`src/cpuTypesPkg.sv`:
```
// Bus widths, opcode union, T-state, control word and interrupt request types
package cpuTypesPkg;

    localparam int DATA_W       = 8;   // Data bus and opcode width
    localparam int NUM_T_STATES = 6;   // T0 to T5
    localparam int CTRL_W       = 12;  // Control word width

    // Opcode seen as a byte by the PLA, as group fields by the row table
    typedef union packed {
        logic [DATA_W-1:0] raw;        // Whole byte
        struct packed {
            logic [2:0] aaa;           // Operation inside the group
            logic [2:0] bbb;           // Addressing mode
            logic [1:0] cc;            // Instruction group
        } grp;
    } opcodeU;

    typedef logic [NUM_T_STATES-1:0] tStateT;  // One-hot timing state

    localparam tStateT TS_T0 = 6'b000001;      // Fetch, sync high
    localparam tStateT TS_T1 = 6'b000010;
    localparam tStateT TS_T2 = 6'b000100;
    localparam tStateT TS_T3 = 6'b001000;
    localparam tStateT TS_T4 = 6'b010000;
    localparam tStateT TS_T5 = 6'b100000;      // Always the last cycle

    // First field is the MSB, endInstr sits in bit 0
    typedef struct packed {
        logic aluOr;      // ALU ops
        logic aluAnd;
        logic aluEor;
        logic aluAdc;
        logic aluSbc;
        logic loadA;      // Accumulator load
        logic storeA;     // Bus write of A
        logic pushStack;  // Bus write to stack
        logic pullStack;  // Stack read
        logic jump;       // PC reload
        logic intSeq;     // Interrupt sequence running
        logic endInstr;   // Instruction ends this cycle
    } ctrlWordT;

    typedef enum logic [1:0] {
        SRC_NONE,         // No source serviced
        SRC_NMI,
        SRC_IRQ,
        SRC_RES
    } intSourceT;

    // Request pins, all active low
    typedef struct packed {
        logic nmiN;       // Edge sensitive
        logic irqN;       // Level sensitive
        logic resN;       // Level sensitive
    } intReqT;

endpackage
```
`src/decodeTablePkg.sv`:
```
// Decode PLA row type, row builders, control-bit indices, row table and interrupt opcode
package decodeTablePkg;

    localparam int NUM_ROWS = 28;                              // Rows kept from the full PLA
    localparam logic [cpuTypesPkg::DATA_W-1:0] INT_OPCODE = 8'h00;  // BRK forced on interrupt
    localparam cpuTypesPkg::tStateT TS_ANY = '1;               // Row live in every state

    // Bit positions inside ctrlWordT
    localparam int IDX_END_INSTR  = 0;
    localparam int IDX_INT_SEQ    = 1;
    localparam int IDX_JUMP       = 2;
    localparam int IDX_PULL_STACK = 3;
    localparam int IDX_PUSH_STACK = 4;
    localparam int IDX_STORE_A    = 5;
    localparam int IDX_LOAD_A     = 6;
    localparam int IDX_ALU_SBC    = 7;
    localparam int IDX_ALU_ADC    = 8;
    localparam int IDX_ALU_EOR    = 9;
    localparam int IDX_ALU_AND    = 10;
    localparam int IDX_ALU_OR     = 11;

    typedef struct packed {
        logic [cpuTypesPkg::DATA_W-1:0] mask;     // Opcode bits that matter
        logic [cpuTypesPkg::DATA_W-1:0] value;    // Required value of those bits
        cpuTypesPkg::tStateT            tSel;     // One-hot state or TS_ANY
        logic [cpuTypesPkg::CTRL_W-1:0] ctrlBit;  // One-hot control output
    } plaRowT;

    // Opcode byte from group fields
    function automatic logic [cpuTypesPkg::DATA_W-1:0] grpByte(
        input logic [2:0] aaa,
        input logic [2:0] bbb,
        input logic [1:0] cc
    );
        cpuTypesPkg::opcodeU op;
        op.grp.aaa = aaa;
        op.grp.bbb = bbb;
        op.grp.cc  = cc;
        return op.raw;
    endfunction

    function automatic plaRowT mkRow(
        input logic [cpuTypesPkg::DATA_W-1:0] mask,
        input logic [cpuTypesPkg::DATA_W-1:0] value,
        input cpuTypesPkg::tStateT            tSel,
        input int                             idx
    );
        plaRowT row;
        row.mask         = mask;
        row.value        = value;
        row.tSel         = tSel;
        row.ctrlBit      = '0;
        row.ctrlBit[idx] = 1'b1;
        return row;
    endfunction

    localparam logic [cpuTypesPkg::DATA_W-1:0] GRP1_OP_MASK   = grpByte(3'b111, 3'b000, 2'b11);
    localparam logic [cpuTypesPkg::DATA_W-1:0] GRP1_MODE_MASK = grpByte(3'b000, 3'b111, 2'b11);

    localparam plaRowT PLA_ROWS [NUM_ROWS] = '{
        mkRow(GRP1_OP_MASK, grpByte(3'b000, 3'b000, 2'b01), cpuTypesPkg::TS_T0, IDX_ALU_OR),
        mkRow(GRP1_OP_MASK, grpByte(3'b001, 3'b000, 2'b01), cpuTypesPkg::TS_T0, IDX_ALU_AND),
        mkRow(GRP1_OP_MASK, grpByte(3'b010, 3'b000, 2'b01), cpuTypesPkg::TS_T0, IDX_ALU_EOR),
        mkRow(GRP1_OP_MASK, grpByte(3'b011, 3'b000, 2'b01), cpuTypesPkg::TS_T0, IDX_ALU_ADC),
        mkRow(GRP1_OP_MASK, grpByte(3'b111, 3'b000, 2'b01), cpuTypesPkg::TS_T0, IDX_ALU_SBC),
        mkRow(GRP1_OP_MASK, grpByte(3'b101, 3'b000, 2'b01), cpuTypesPkg::TS_T0, IDX_LOAD_A),
        mkRow(GRP1_MODE_MASK, grpByte(3'b000, 3'b010, 2'b01), cpuTypesPkg::TS_T1,
              IDX_END_INSTR),                                                  // Immediate ends
        mkRow(GRP1_MODE_MASK, grpByte(3'b000, 3'b001, 2'b01), cpuTypesPkg::TS_T2,
              IDX_END_INSTR),                                                  // Zero page ends
        mkRow(GRP1_MODE_MASK, grpByte(3'b000, 3'b011, 2'b01), cpuTypesPkg::TS_T3,
              IDX_END_INSTR),                                                  // Absolute ends
        mkRow(8'hFF, grpByte(3'b100, 3'b001, 2'b01), cpuTypesPkg::TS_T2, IDX_STORE_A),  // STA zp
        mkRow(8'hFF, grpByte(3'b100, 3'b011, 2'b01), cpuTypesPkg::TS_T3, IDX_STORE_A),  // STA abs
        mkRow(GRP1_OP_MASK, grpByte(3'b100, 3'b000, 2'b01), cpuTypesPkg::TS_T5,
              IDX_STORE_A),                                                    // STA long modes
        mkRow(8'hBF, 8'h08, cpuTypesPkg::TS_T2, IDX_PUSH_STACK),  // PHA PHP
        mkRow(8'hBF, 8'h08, cpuTypesPkg::TS_T2, IDX_END_INSTR),
        mkRow(8'hBF, 8'h28, cpuTypesPkg::TS_T3, IDX_PULL_STACK),  // PLA PLP
        mkRow(8'hBF, 8'h28, cpuTypesPkg::TS_T3, IDX_END_INSTR),
        mkRow(8'hFF, 8'h68, cpuTypesPkg::TS_T3, IDX_LOAD_A),      // PLA into A
        mkRow(8'hFF, 8'h4C, cpuTypesPkg::TS_T2, IDX_JUMP),        // JMP abs
        mkRow(8'hFF, 8'h4C, cpuTypesPkg::TS_T2, IDX_END_INSTR),
        mkRow(8'hFF, 8'h6C, cpuTypesPkg::TS_T4, IDX_JUMP),        // JMP ind
        mkRow(8'hFF, 8'h6C, cpuTypesPkg::TS_T4, IDX_END_INSTR),
        mkRow(8'hDF, 8'h00, cpuTypesPkg::TS_T2, IDX_PUSH_STACK),  // JSR and BRK, PC high
        mkRow(8'hDF, 8'h00, cpuTypesPkg::TS_T3, IDX_PUSH_STACK),  // PC low
        mkRow(8'h1F, 8'h00, cpuTypesPkg::TS_T5, IDX_JUMP),        // BRK JSR RTI RTS
        mkRow(8'hDF, 8'h40, cpuTypesPkg::TS_T3, IDX_PULL_STACK),  // RTI RTS
        mkRow(8'hDF, 8'h40, cpuTypesPkg::TS_T4, IDX_PULL_STACK),
        mkRow(8'hFF, INT_OPCODE, TS_ANY, IDX_INT_SEQ),            // Whole BRK sequence
        mkRow(8'hFF, INT_OPCODE, cpuTypesPkg::TS_T4, IDX_PUSH_STACK)  // Status push
    };

endpackage

```
`src/cpuFrontEnd.sv`:
```
// Processor front end top with fetch, interrupt, timer, merge and per-state decode slices
`timescale 1ns/1ps

module cpuFrontEnd (
    input  logic                           NMI_L,        // Core clock
    input  logic                           rstN,         // Sync reset
    input  logic [cpuTypesPkg::DATA_W-1:0] dataIn,       // External data bus
    input  logic                           rdy,          // External ready
    input  cpuTypesPkg::intReqT            intReq,       // NMI, IRQ, RES requests
    output logic                           sync,         // Opcode fetch cycle
    output cpuTypesPkg::tStateT            tState,       // One-hot T-state
    output cpuTypesPkg::opcodeU            irOpcode,     // Instruction register
    output cpuTypesPkg::ctrlWordT          ctrl,         // Registered control word
    output logic                           writeCycle,   // Bus write this cycle
    output cpuTypesPkg::intSourceT         activeSource  // Serviced interrupt
);
    import cpuTypesPkg::*;
    import decodeTablePkg::*;

    logic                                    ready;      // rdy or write
    logic                                    irLoad;     // IR load strobe
    logic                                    forceInt;   // Interrupt pending
    logic                                    lastCycle;  // Instruction ends
    logic [NUM_T_STATES-1:0][NUM_ROWS-1:0]   sliceHits;  // Per-slice row hits

    fetchStage fetch_i (
        .NMI_L    (NMI_L),
        .rstN     (rstN),
        .dataIn   (dataIn),
        .ready    (ready),
        .irLoad   (irLoad),
        .forceInt (forceInt),
        .irOpcode (irOpcode)
    );

    interruptControl intCtl_i (
        .NMI_L        (NMI_L),
        .rstN         (rstN),
        .intReq       (intReq),
        .irLoad       (irLoad),
        .forceInt     (forceInt),
        .activeSource (activeSource)
    );

    cycleTimer timer_i (
        .NMI_L     (NMI_L),
        .rstN      (rstN),
        .rdy       (rdy),
        .writeNow  (writeCycle),
        .lastCycle (lastCycle),
        .tState    (tState),
        .ready     (ready),
        .irLoad    (irLoad),
        .sync      (sync)
    );

    // One PLA slice per T-state
    for (genvar s = 0; s < NUM_T_STATES; s++) begin : gSlice
        decodeSlice #(
            .SLICE_IDX (s)
        ) slice_i (
            .irOpcode    (irOpcode),
            .stateActive (tState[s]),
            .rowHits     (sliceHits[s])
        );
    end

    controlMerge merge_i (
        .NMI_L     (NMI_L),
        .rstN      (rstN),
        .sliceHits (sliceHits),
        .tState    (tState),
        .ctrl      (ctrl),
        .lastCycle (lastCycle),
        .writeNow  (writeCycle)
    );

endmodule

```
`src/controlMerge.sv`:
```
// Row hit merge, control word register, end-of-instruction and write-cycle decode
`timescale 1ns/1ps

module controlMerge (
    input  logic                  NMI_L,      // Core clock
    input  logic                  rstN,       // Sync reset
    input  logic [cpuTypesPkg::NUM_T_STATES-1:0][decodeTablePkg::NUM_ROWS-1:0] sliceHits,
    input  cpuTypesPkg::tStateT   tState,     // Current T-state
    output cpuTypesPkg::ctrlWordT ctrl,       // Decode of last cycle
    output logic                  lastCycle,  // Instruction ends now
    output logic                  writeNow    // Bus write now
);
    import cpuTypesPkg::*;
    import decodeTablePkg::*;

    logic [NUM_ROWS-1:0] rowHit;      // Hits over all slices
    logic [CTRL_W-1:0]   decodeBits;  // OR of hit rows' control bits
    ctrlWordT            decoded;

    always_comb begin
        rowHit = '0;
        for (int s = 0; s < NUM_T_STATES; s++) begin
            rowHit |= sliceHits[s];   // Only the active slice can hit
        end
    end

    always_comb begin
        decodeBits = '0;
        for (int r = 0; r < NUM_ROWS; r++) begin
            if (rowHit[r]) begin
                decodeBits |= PLA_ROWS[r].ctrlBit;
            end
        end
    end

    assign decoded   = ctrlWordT'(decodeBits);
    assign lastCycle = decoded.endInstr | (tState == TS_T5);  // T5 caps every instruction
    assign writeNow  = decoded.storeA | decoded.pushStack;

    always_ff @(posedge NMI_L) begin
        if (!rstN) begin
            ctrl <= '0;
        end else begin
            ctrl <= decoded;   // One cycle of latency
        end
    end

endmodule

```
`src/decodeSlice.sv`:
```
// PLA match of the instruction register for the rows of one T-state
`timescale 1ns/1ps

module decodeSlice #(
    parameter int SLICE_IDX = 0                            // T-state served
) (
    input  cpuTypesPkg::opcodeU                 irOpcode,     // Instruction register
    input  logic                                stateActive,  // This T-state is current
    output logic [decodeTablePkg::NUM_ROWS-1:0] rowHits       // One bit per PLA row
);
    import decodeTablePkg::*;

    for (genvar r = 0; r < NUM_ROWS; r++) begin : gRow
        if (PLA_ROWS[r].tSel[SLICE_IDX]) begin : gLive
            // Masked byte compare
            assign rowHits[r] = stateActive
                && ((irOpcode.raw & PLA_ROWS[r].mask) == PLA_ROWS[r].value);
        end else begin : gDead
            assign rowHits[r] = 1'b0;                      // Row not live in this state
        end
    end

endmodule

```
`src/cycleTimer.sv`:
```
// T-state sequencer, ready rule with write override, instruction-load strobe and sync
`timescale 1ns/1ps

module cycleTimer (
    input  logic                NMI_L,      // Core clock
    input  logic                rstN,       // Sync reset
    input  logic                rdy,        // External ready
    input  logic                writeNow,   // Write cycle, ignores rdy
    input  logic                lastCycle,  // Instruction ends this cycle
    output cpuTypesPkg::tStateT tState,     // One-hot T0..T5
    output logic                ready,      // Processor runs this cycle
    output logic                irLoad,     // One-cycle load strobe
    output logic                sync        // High in T0
);
    import cpuTypesPkg::*;

    assign ready  = rdy | writeNow;        // Writes never stall
    assign irLoad = lastCycle & ready;
    assign sync   = (tState == TS_T0);

    always_ff @(posedge NMI_L) begin
        if (!rstN) begin
            tState <= TS_T0;
        end else if (irLoad) begin
            tState <= TS_T0;                                     // New instruction
        end else if (ready) begin
            tState <= {tState[NUM_T_STATES-2:0], tState[NUM_T_STATES-1]};  // Next T-state
        end
    end

    timerOneHotAssert: assert property (@(posedge NMI_L) disable iff (!rstN)
        $onehot(tState));

endmodule

```
`src/interruptControl.sv`:
```
// NMI edge capture, IRQ and reset pending latches, priority pick and active source
`timescale 1ns/1ps

module interruptControl (
    input  logic                   NMI_L,         // Core clock
    input  logic                   rstN,          // Sync reset
    input  cpuTypesPkg::intReqT    intReq,        // Request pins, active low
    input  logic                   irLoad,        // Instruction load strobe
    output logic                   forceInt,      // Some source pending
    output cpuTypesPkg::intSourceT activeSource   // Source now being serviced
);
    import cpuTypesPkg::*;

    logic      nmiSampled;  // nmiN at this edge
    logic      nmiPrev;     // nmiN one edge back
    logic      nmiPend;
    logic      irqPend;
    logic      resPend;
    logic      take;        // Load consumes a source
    intSourceT nextSource;  // Winner by priority

    assign forceInt = nmiPend | irqPend | resPend;
    assign take     = irLoad & forceInt;

    // RES, then NMI, then IRQ
    always_comb begin
        nextSource = SRC_NONE;
        if (resPend) begin
            nextSource = SRC_RES;
        end else if (nmiPend) begin
            nextSource = SRC_NMI;
        end else if (irqPend) begin
            nextSource = SRC_IRQ;
        end
    end

    always_ff @(posedge NMI_L) begin
        if (!rstN) begin
            nmiSampled   <= 1'b1;
            nmiPrev      <= 1'b1;
            nmiPend      <= 1'b0;
            irqPend      <= 1'b0;
            resPend      <= 1'b0;
            activeSource <= SRC_RES;
        end else begin
            nmiSampled <= intReq.nmiN;
            nmiPrev    <= nmiSampled;
            if (nmiPrev && !nmiSampled) begin                    // Fresh edge beats a clear
                nmiPend <= 1'b1;
            end else if (take && nextSource == SRC_NMI) begin
                nmiPend <= 1'b0;
            end
            if (take && nextSource == SRC_IRQ) begin
                irqPend <= 1'b0;                                 // Relatches if still held
            end else if (!intReq.irqN) begin
                irqPend <= 1'b1;
            end
            if (take && nextSource == SRC_RES) begin
                resPend <= 1'b0;
            end else if (!intReq.resN) begin
                resPend <= 1'b1;
            end
            if (take) begin
                activeSource <= nextSource;
            end
        end
    end

    // Source switches only at an instruction boundary
    srcOnLoadAssert: assert property (@(posedge NMI_L) disable iff (!rstN)
        $changed(activeSource) |-> $past(irLoad && forceInt));

endmodule

```
`src/fetchStage.sv`:
```
// Predecode register, interrupt opcode forcing and instruction register
`timescale 1ns/1ps

module fetchStage (
    input  logic                           NMI_L,     // Core clock
    input  logic                           rstN,      // Sync reset
    input  logic [cpuTypesPkg::DATA_W-1:0] dataIn,    // External data bus
    input  logic                           ready,     // Processor runs this cycle
    input  logic                           irLoad,    // Instruction ends, load IR
    input  logic                           forceInt,  // Interrupt pending
    output cpuTypesPkg::opcodeU            irOpcode   // Instruction register
);
    import cpuTypesPkg::*;
    import decodeTablePkg::*;

    logic [DATA_W-1:0] predecode;  // Bus byte from the last ready cycle

    // Bus sampled on every ready edge
    always_ff @(posedge NMI_L) begin
        if (!rstN) begin
            predecode <= '0;
        end else if (ready) begin
            predecode <= dataIn;
        end
    end

    always_ff @(posedge NMI_L) begin
        if (!rstN) begin
            irOpcode.raw <= '0;                                  // BRK after reset
        end else if (irLoad) begin
            irOpcode.raw <= forceInt ? INT_OPCODE : predecode;   // Interrupt wins over fetch
        end
    end

    // IR moves only on the edge that closes an instruction
    irOnLoadAssert: assert property (@(posedge NMI_L) disable iff (!rstN)
        $changed(irOpcode.raw) |-> $past(irLoad));

endmodule

```
`config.mk`:
```
export PLATFORM = sky130hd
export DESIGN_NAME = cpuFrontEnd
export DESIGN_NICKNAME = d
export VERILOG_FILES = /design/src/cpuTypesPkg.sv /design/src/decodeTablePkg.sv /design/src/cpuFrontEnd.sv /design/src/controlMerge.sv /design/src/decodeSlice.sv /design/src/cycleTimer.sv /design/src/interruptControl.sv /design/src/fetchStage.sv
export SDC_FILE = /design/constraint.sdc
export NUM_CORES = 1
export LEC_CHECK = 0
export BUFFER_PORTS_ARGS = -buffer_cell sky130_fd_sc_hd__buf_2
export CAP_MARGIN = 40
export CELL_PAD_IN_SITES_DETAIL_PLACEMENT = 1
export CELL_PAD_IN_SITES_GLOBAL_PLACEMENT = 1
export CORE_ASPECT_RATIO = 1.5
export CORE_MARGIN = 2
export CORE_UTILIZATION = 40
export CTS_CLUSTER_DIAMETER = 80
export CTS_CLUSTER_SIZE = 25
export DETAILED_ROUTE_END_ITERATION = 10
export PLACE_DENSITY_LB_ADDON = 0.1
export SLEW_MARGIN = 20
export SYNTH_ARGS = -nofsm -noshare
export SYNTH_HDL_FRONTEND = slang
export SYNTH_HIERARCHICAL = 1
export SYNTH_SLANG_ARGS = --single-unit
```
`constraint.sdc`:
```
create_clock -name NMI_L -period 2.8 [get_ports NMI_L]
set_input_delay 0.56 -clock NMI_L [delete_from_list [all_inputs] [get_ports NMI_L]]
set_output_delay 0.56 -clock NMI_L [all_outputs]
set_load 0.05 [all_outputs]
```
* After elaboration in Yosys (flattened, before gate mapping)
Cells that the tools add are included.
Storage, ports and cells: bits in registers 41, latch bits 0, bits in writable memories 0, ROM bits 0, input port bits 14, word-level logic and storage cells 160, memories 0
Cells by class: add/subtract/negate cells 0, $mul 0, div/mod/pow operators 0, $lt $le $gt $ge 0, eq/ne operators 30, shift-type cells 0, muxes and demuxes 61, bitwise operators 12, reductions and logical operators 36
Operator list (count):
- $or A28 B27 Y28 | 3
- $mux W6 | 8
- $mux W8 | 6
- $logic_and A1 B1 Y1 | 32
- $or A28 B28 Y28 | 1
- $or A27 B27 Y27 | 1
- $eq A8 B7 Y1 const B | 3
- $logic_not A8 Y1 | 3
- $mux W1 | 22
- $eq A5 B4 Y1 const B | 4
- $mux W5 | 4
- $mux W2 | 9
- $eq A8 B8 Y1 const B | 2
- $eq A5 B5 Y1 const B | 3
- $eq A7 B6 Y1 const B | 2
- $mux W7 | 2
- $mux W12 | 1
- $mux W4 | 3
- $mux W11 | 1
- $eq A5 B3 Y1 const B | 2
- $mux W10 | 1
- $mux W3 | 3
- $mux W9 | 1
- $eq A7 B4 Y1 const B | 1
- 11 further kinds | 21

* Depth between registers and ports, before layout
word-level depth 45, mapped depth 13, mapped depth without buffers 12

* By module
Netlist, hierarchy kept.
Modules (own cells, without submodules):
- controlMerge | instances 1, cells an instance 87, area an instance 665.6 sq um
- fetchStage | instances 1, cells an instance 53, area an instance 621.8 sq um
- decodeSlice at gSlice[2].slice_i | instances 1, cells an instance 37, area an instance 272.8 sq um
- decodeSlice at gSlice[3].slice_i | instances 1, cells an instance 35, area an instance 265.3 sq um
- cycleTimer | instances 1, cells an instance 29, area an instance 261.5 sq um
- interruptControl | instances 1, cells an instance 28, area an instance 257.7 sq um
- decodeSlice at gSlice[4].slice_i | instances 1, cells an instance 33, area an instance 255.2 sq um
- decodeSlice at gSlice[0].slice_i | instances 1, cells an instance 37, area an instance 249.0 sq um
- decodeSlice at gSlice[5].slice_i | instances 1, cells an instance 33, area an instance 239.0 sq um
- decodeSlice at gSlice[1].slice_i | instances 1, cells an instance 31, area an instance 235.2 sq um

* Worst setup path after synthesis
OpenSTA, ideal clock, no wires.
path kind register to register, start reg fetch_i/irOpcode[6] (netlist name), end reg fetch_i/irOpcode[3] (netlist name), library setup time 118 ps, arrival 3489 ps, required time 2682 ps, slack -807 ps, cell stages (with the launch flop) 10, path buffers 1, clock period less this slack 3607 ps, cells stage by stage dfxtp_1 -> nor4_1 -> or4_4 -> nor4_2 -> nand2_1 -> nor2_1 -> inv_2 -> and2_1 -> buf_2 -> a32o_2
RTL lines:
- start: declaration | line fetchStage.sv:11 | output cpuTypesPkg::opcodeU irOpcode

==> results.md <==
- Reg-to-reg endpoint: intCtl_i/activeSource[1]
- GR Overflow Total: 0
- Max VDD drop: 0.437 mV
- WP data required: 2240 ps
- R2R Setup Slk: 220 ps
- Dpl hpwl: 5110 um
- R2r worst-path depth: 12
- RR Startpoint: fetch_i/irOpcode[4]
- Clock Pin Slew Worst Setup and Hold Paths: 60 ps
- Total core area: 8060 um^2
- Worst-Skew Late Latency: 290 ps
- First-pass GRT wire length: 10,900 um
- Initial cell density of the core: 41.2%
- Layout cells sized above 1: 23.1%
- Worst slew margin: 54.8%
- Crit start category: flip-flop
- # IOs: 44
- Min Tclk post-route: 2710 ps
- Count of input and output buffers: 43
- CTS sink cnt: 41
- Gate Count Post-Synth: 403
- Hold path start: intCtl_i/nmiSampled
- TritonCTS buffer count: 5
- Clk buf depth: 2
- Hold EP: intCtl_i/nmiPrev
- Post-Route WL: 6730 um
- Crit path kind: reg -> out
- Via count: 2,421
- MaxCap Viol Count: 0
- Antenna-violating nets left: 0
- #FFs+latches synth: 41
- Crit share post-route: 96.6%
- # rows: 40
- Skew final: 4.29 ps
- Slew @ Worst Pin: 668 ps
- Clk root buf: clkbuf_16
- Layout Nets: 464
- Status: finished clean
- Commonest non-fill, non-tap cells in the layout: conb_1 (135), buf_2 (42), nor4_1 (40)
- Setup Viol. Count Final: 0
- Die height: 116 um
- Max Freq: 0.370 GHz
- Commonest non-fill, non-tap cell in the layout: conb_1
- Layout Area Growth over Synthesis: 3.16%
- Vias in the first global route: 2,283
- # H-tree levels: 2
- Drt via density: 4.35
- Crit-path max FO: 5
- Synth cell types: 49
- Drt wl/cell: 12.1 um
- Synth warnings: 6
- Die X: 78.4 um
- Arrival time worst endpoint: 2150 ps
- Final Max Slew Viols: 0
- Synthesized area: 3320 um^2
- Die area: 9070 um^2
- Ant diodes: 0
- CP Capture Type: output port
- Setup TNS: 0 ps
- Gp weighted congestion: 0.806
- Leak: 1.57 nW
- Finished Core Util: 42.5%
- Hold depth: 1
- GRT Total Usage: 15.7%
- Pin count of the biggest net entering global routing: 32
- Initial antenna violation count: 0
- Number of DRC markers in iteration 0: 75
- CTS tree: yes
- Worst min-delay path class: reg -> reg
- Pre-antenna DRT Iters: 4
- Synth Area per Inst: 8.25 um^2
- Sequential share of the synthesized area: 24.7%
- DRC Markers: 0
- Post-CTS Hold Buffers: 0
- PD cells: 432 nW/um^2
- Final hold violations: 0
-- worst max path at each step --
stage / end / startpoint / depth (start not counted)
floorplan: fetch_i/irOpcode[3] / fetch_i/irOpcode[4] / 11
global route: writeCycle / fetch_i/irOpcode[4] / 7
detailed placement: intCtl_i/activeSource[1] / fetch_i/irOpcode[1] / 12
finish: writeCycle / fetch_i/irOpcode[4] / 7
CTS: writeCycle / fetch_i/irOpcode[7] / 7
global placement: intCtl_i/activeSource[1] / fetch_i/irOpcode[3] / 11
-- metal layers --
metal	vias up	GRT usage (%)	wire length, um
met2	42	28.9	3490
met4	0	5.61	104
met5	-	0	0
met3	7	3.43	261
li1	1246	-	-
met1	1126	17.8	2880
-- cell type report --
cell class	instances	area, um^2
timing repair buffer	56	323
multi-input combinational	338	1930
clock buffer	6	150
sequential	41	847
inverter	8	30.0
clock inverter	2	13.8
fill	1058	4630
tap	105	131
-- critical path, cell delays in order (launching register included) --
cell,delay [ps]
dfxtp_4,370
buf_4,130
nand2b_1,140
nor4_1,80
or4_4,560
nor4_4,300
nand2_4,110
buf_8,170
-- flip-flops by register name, summed over array words and instances (netlist names) --
signal,count
intCtl_i/nmiPrev,1
intCtl_i/resPend,1
intCtl_i/irqPend,1
intCtl_i/nmiSampled,1
intCtl_i/nmiPend,1
merge_i/ctrl,12
fetch_i/irOpcode,8
timer_i/tState,6
intCtl_i/activeSource,2
fetch_i/predecode,8
-- power breakdown --
group | internal [W] | switching (W) | total (W)
combinational | 0.0000736 | 0.000142 | 0.000215
sequential | 0.000608 | 0.0000241 | 0.000632
clock | 0.000386 | 0.000249 | 0.000635
total | 0.00107 | 0.000415 | 0.00148
-- metrics by stage --
step	power, W	cell area (um^2)	instances	hold slack (ps)	setup slack [ps]
global route	0.00156	3430	556	445	-8.56
finish	0.00148	3430	556	427	94.8
detailed placement	0.000848	3160	539	413	114
CTS	0.00150	3320	547	432	1.41
floorplan	0.000933	3860	532	401	29.5
global placement	0.000846	3160	539	412	202
-- logic make-up (layout without fill, tap and decap cells) --
logic type      count (synthesis)  in the layout  synth area share [%]
buf+inv                       153             72                  33.4
other cells                     6            135                 0.678
mux                             9              9                  2.71
simple gates                  166            166                  32.5
flops                          41             41                  24.7
compound gates                 28             28                  6.06
-- Yosys cell counts, drive strengths merged --
cell     count  area share, %
and4         3           0.83
and3         3           0.64
mux2i        9            2.7
o21ai        5           0.75
or3          3           0.56
and4b        1           0.30
nor3b        3           0.83
nand3        5           0.75
buf        144             32
nand4bb      1           0.34
or4          6            1.7
clkbuf       1           0.11
nand2b       8            1.5
nor4b        3           0.98
nor4        44            8.8
nor3        15            2.6
a31oi        1           0.19
a21oi        7            1.1
a21boi       6            1.4
or4bb        1           0.34
o21a         1           0.23
and2         2           0.38
nand4        3           0.56
dfxtp       41             25
nor2b       17            3.4
or3b         1           0.26
nand2       13            1.5
inv          8           0.90
nand3b       9            2.0
or4b         3            1.1
a32o         8            2.5
conb         6           0.68
nor2        20            2.3
and4bb       2           0.75
-- repair_timing --
action                                  4_1_cts  5_1_grt
endpoints found under the setup margin        1       10
gates resized for setup                       1        9
buffers inserted                              0        9
pin swaps                                     0        3
Power figures use the tool's default switching activity.
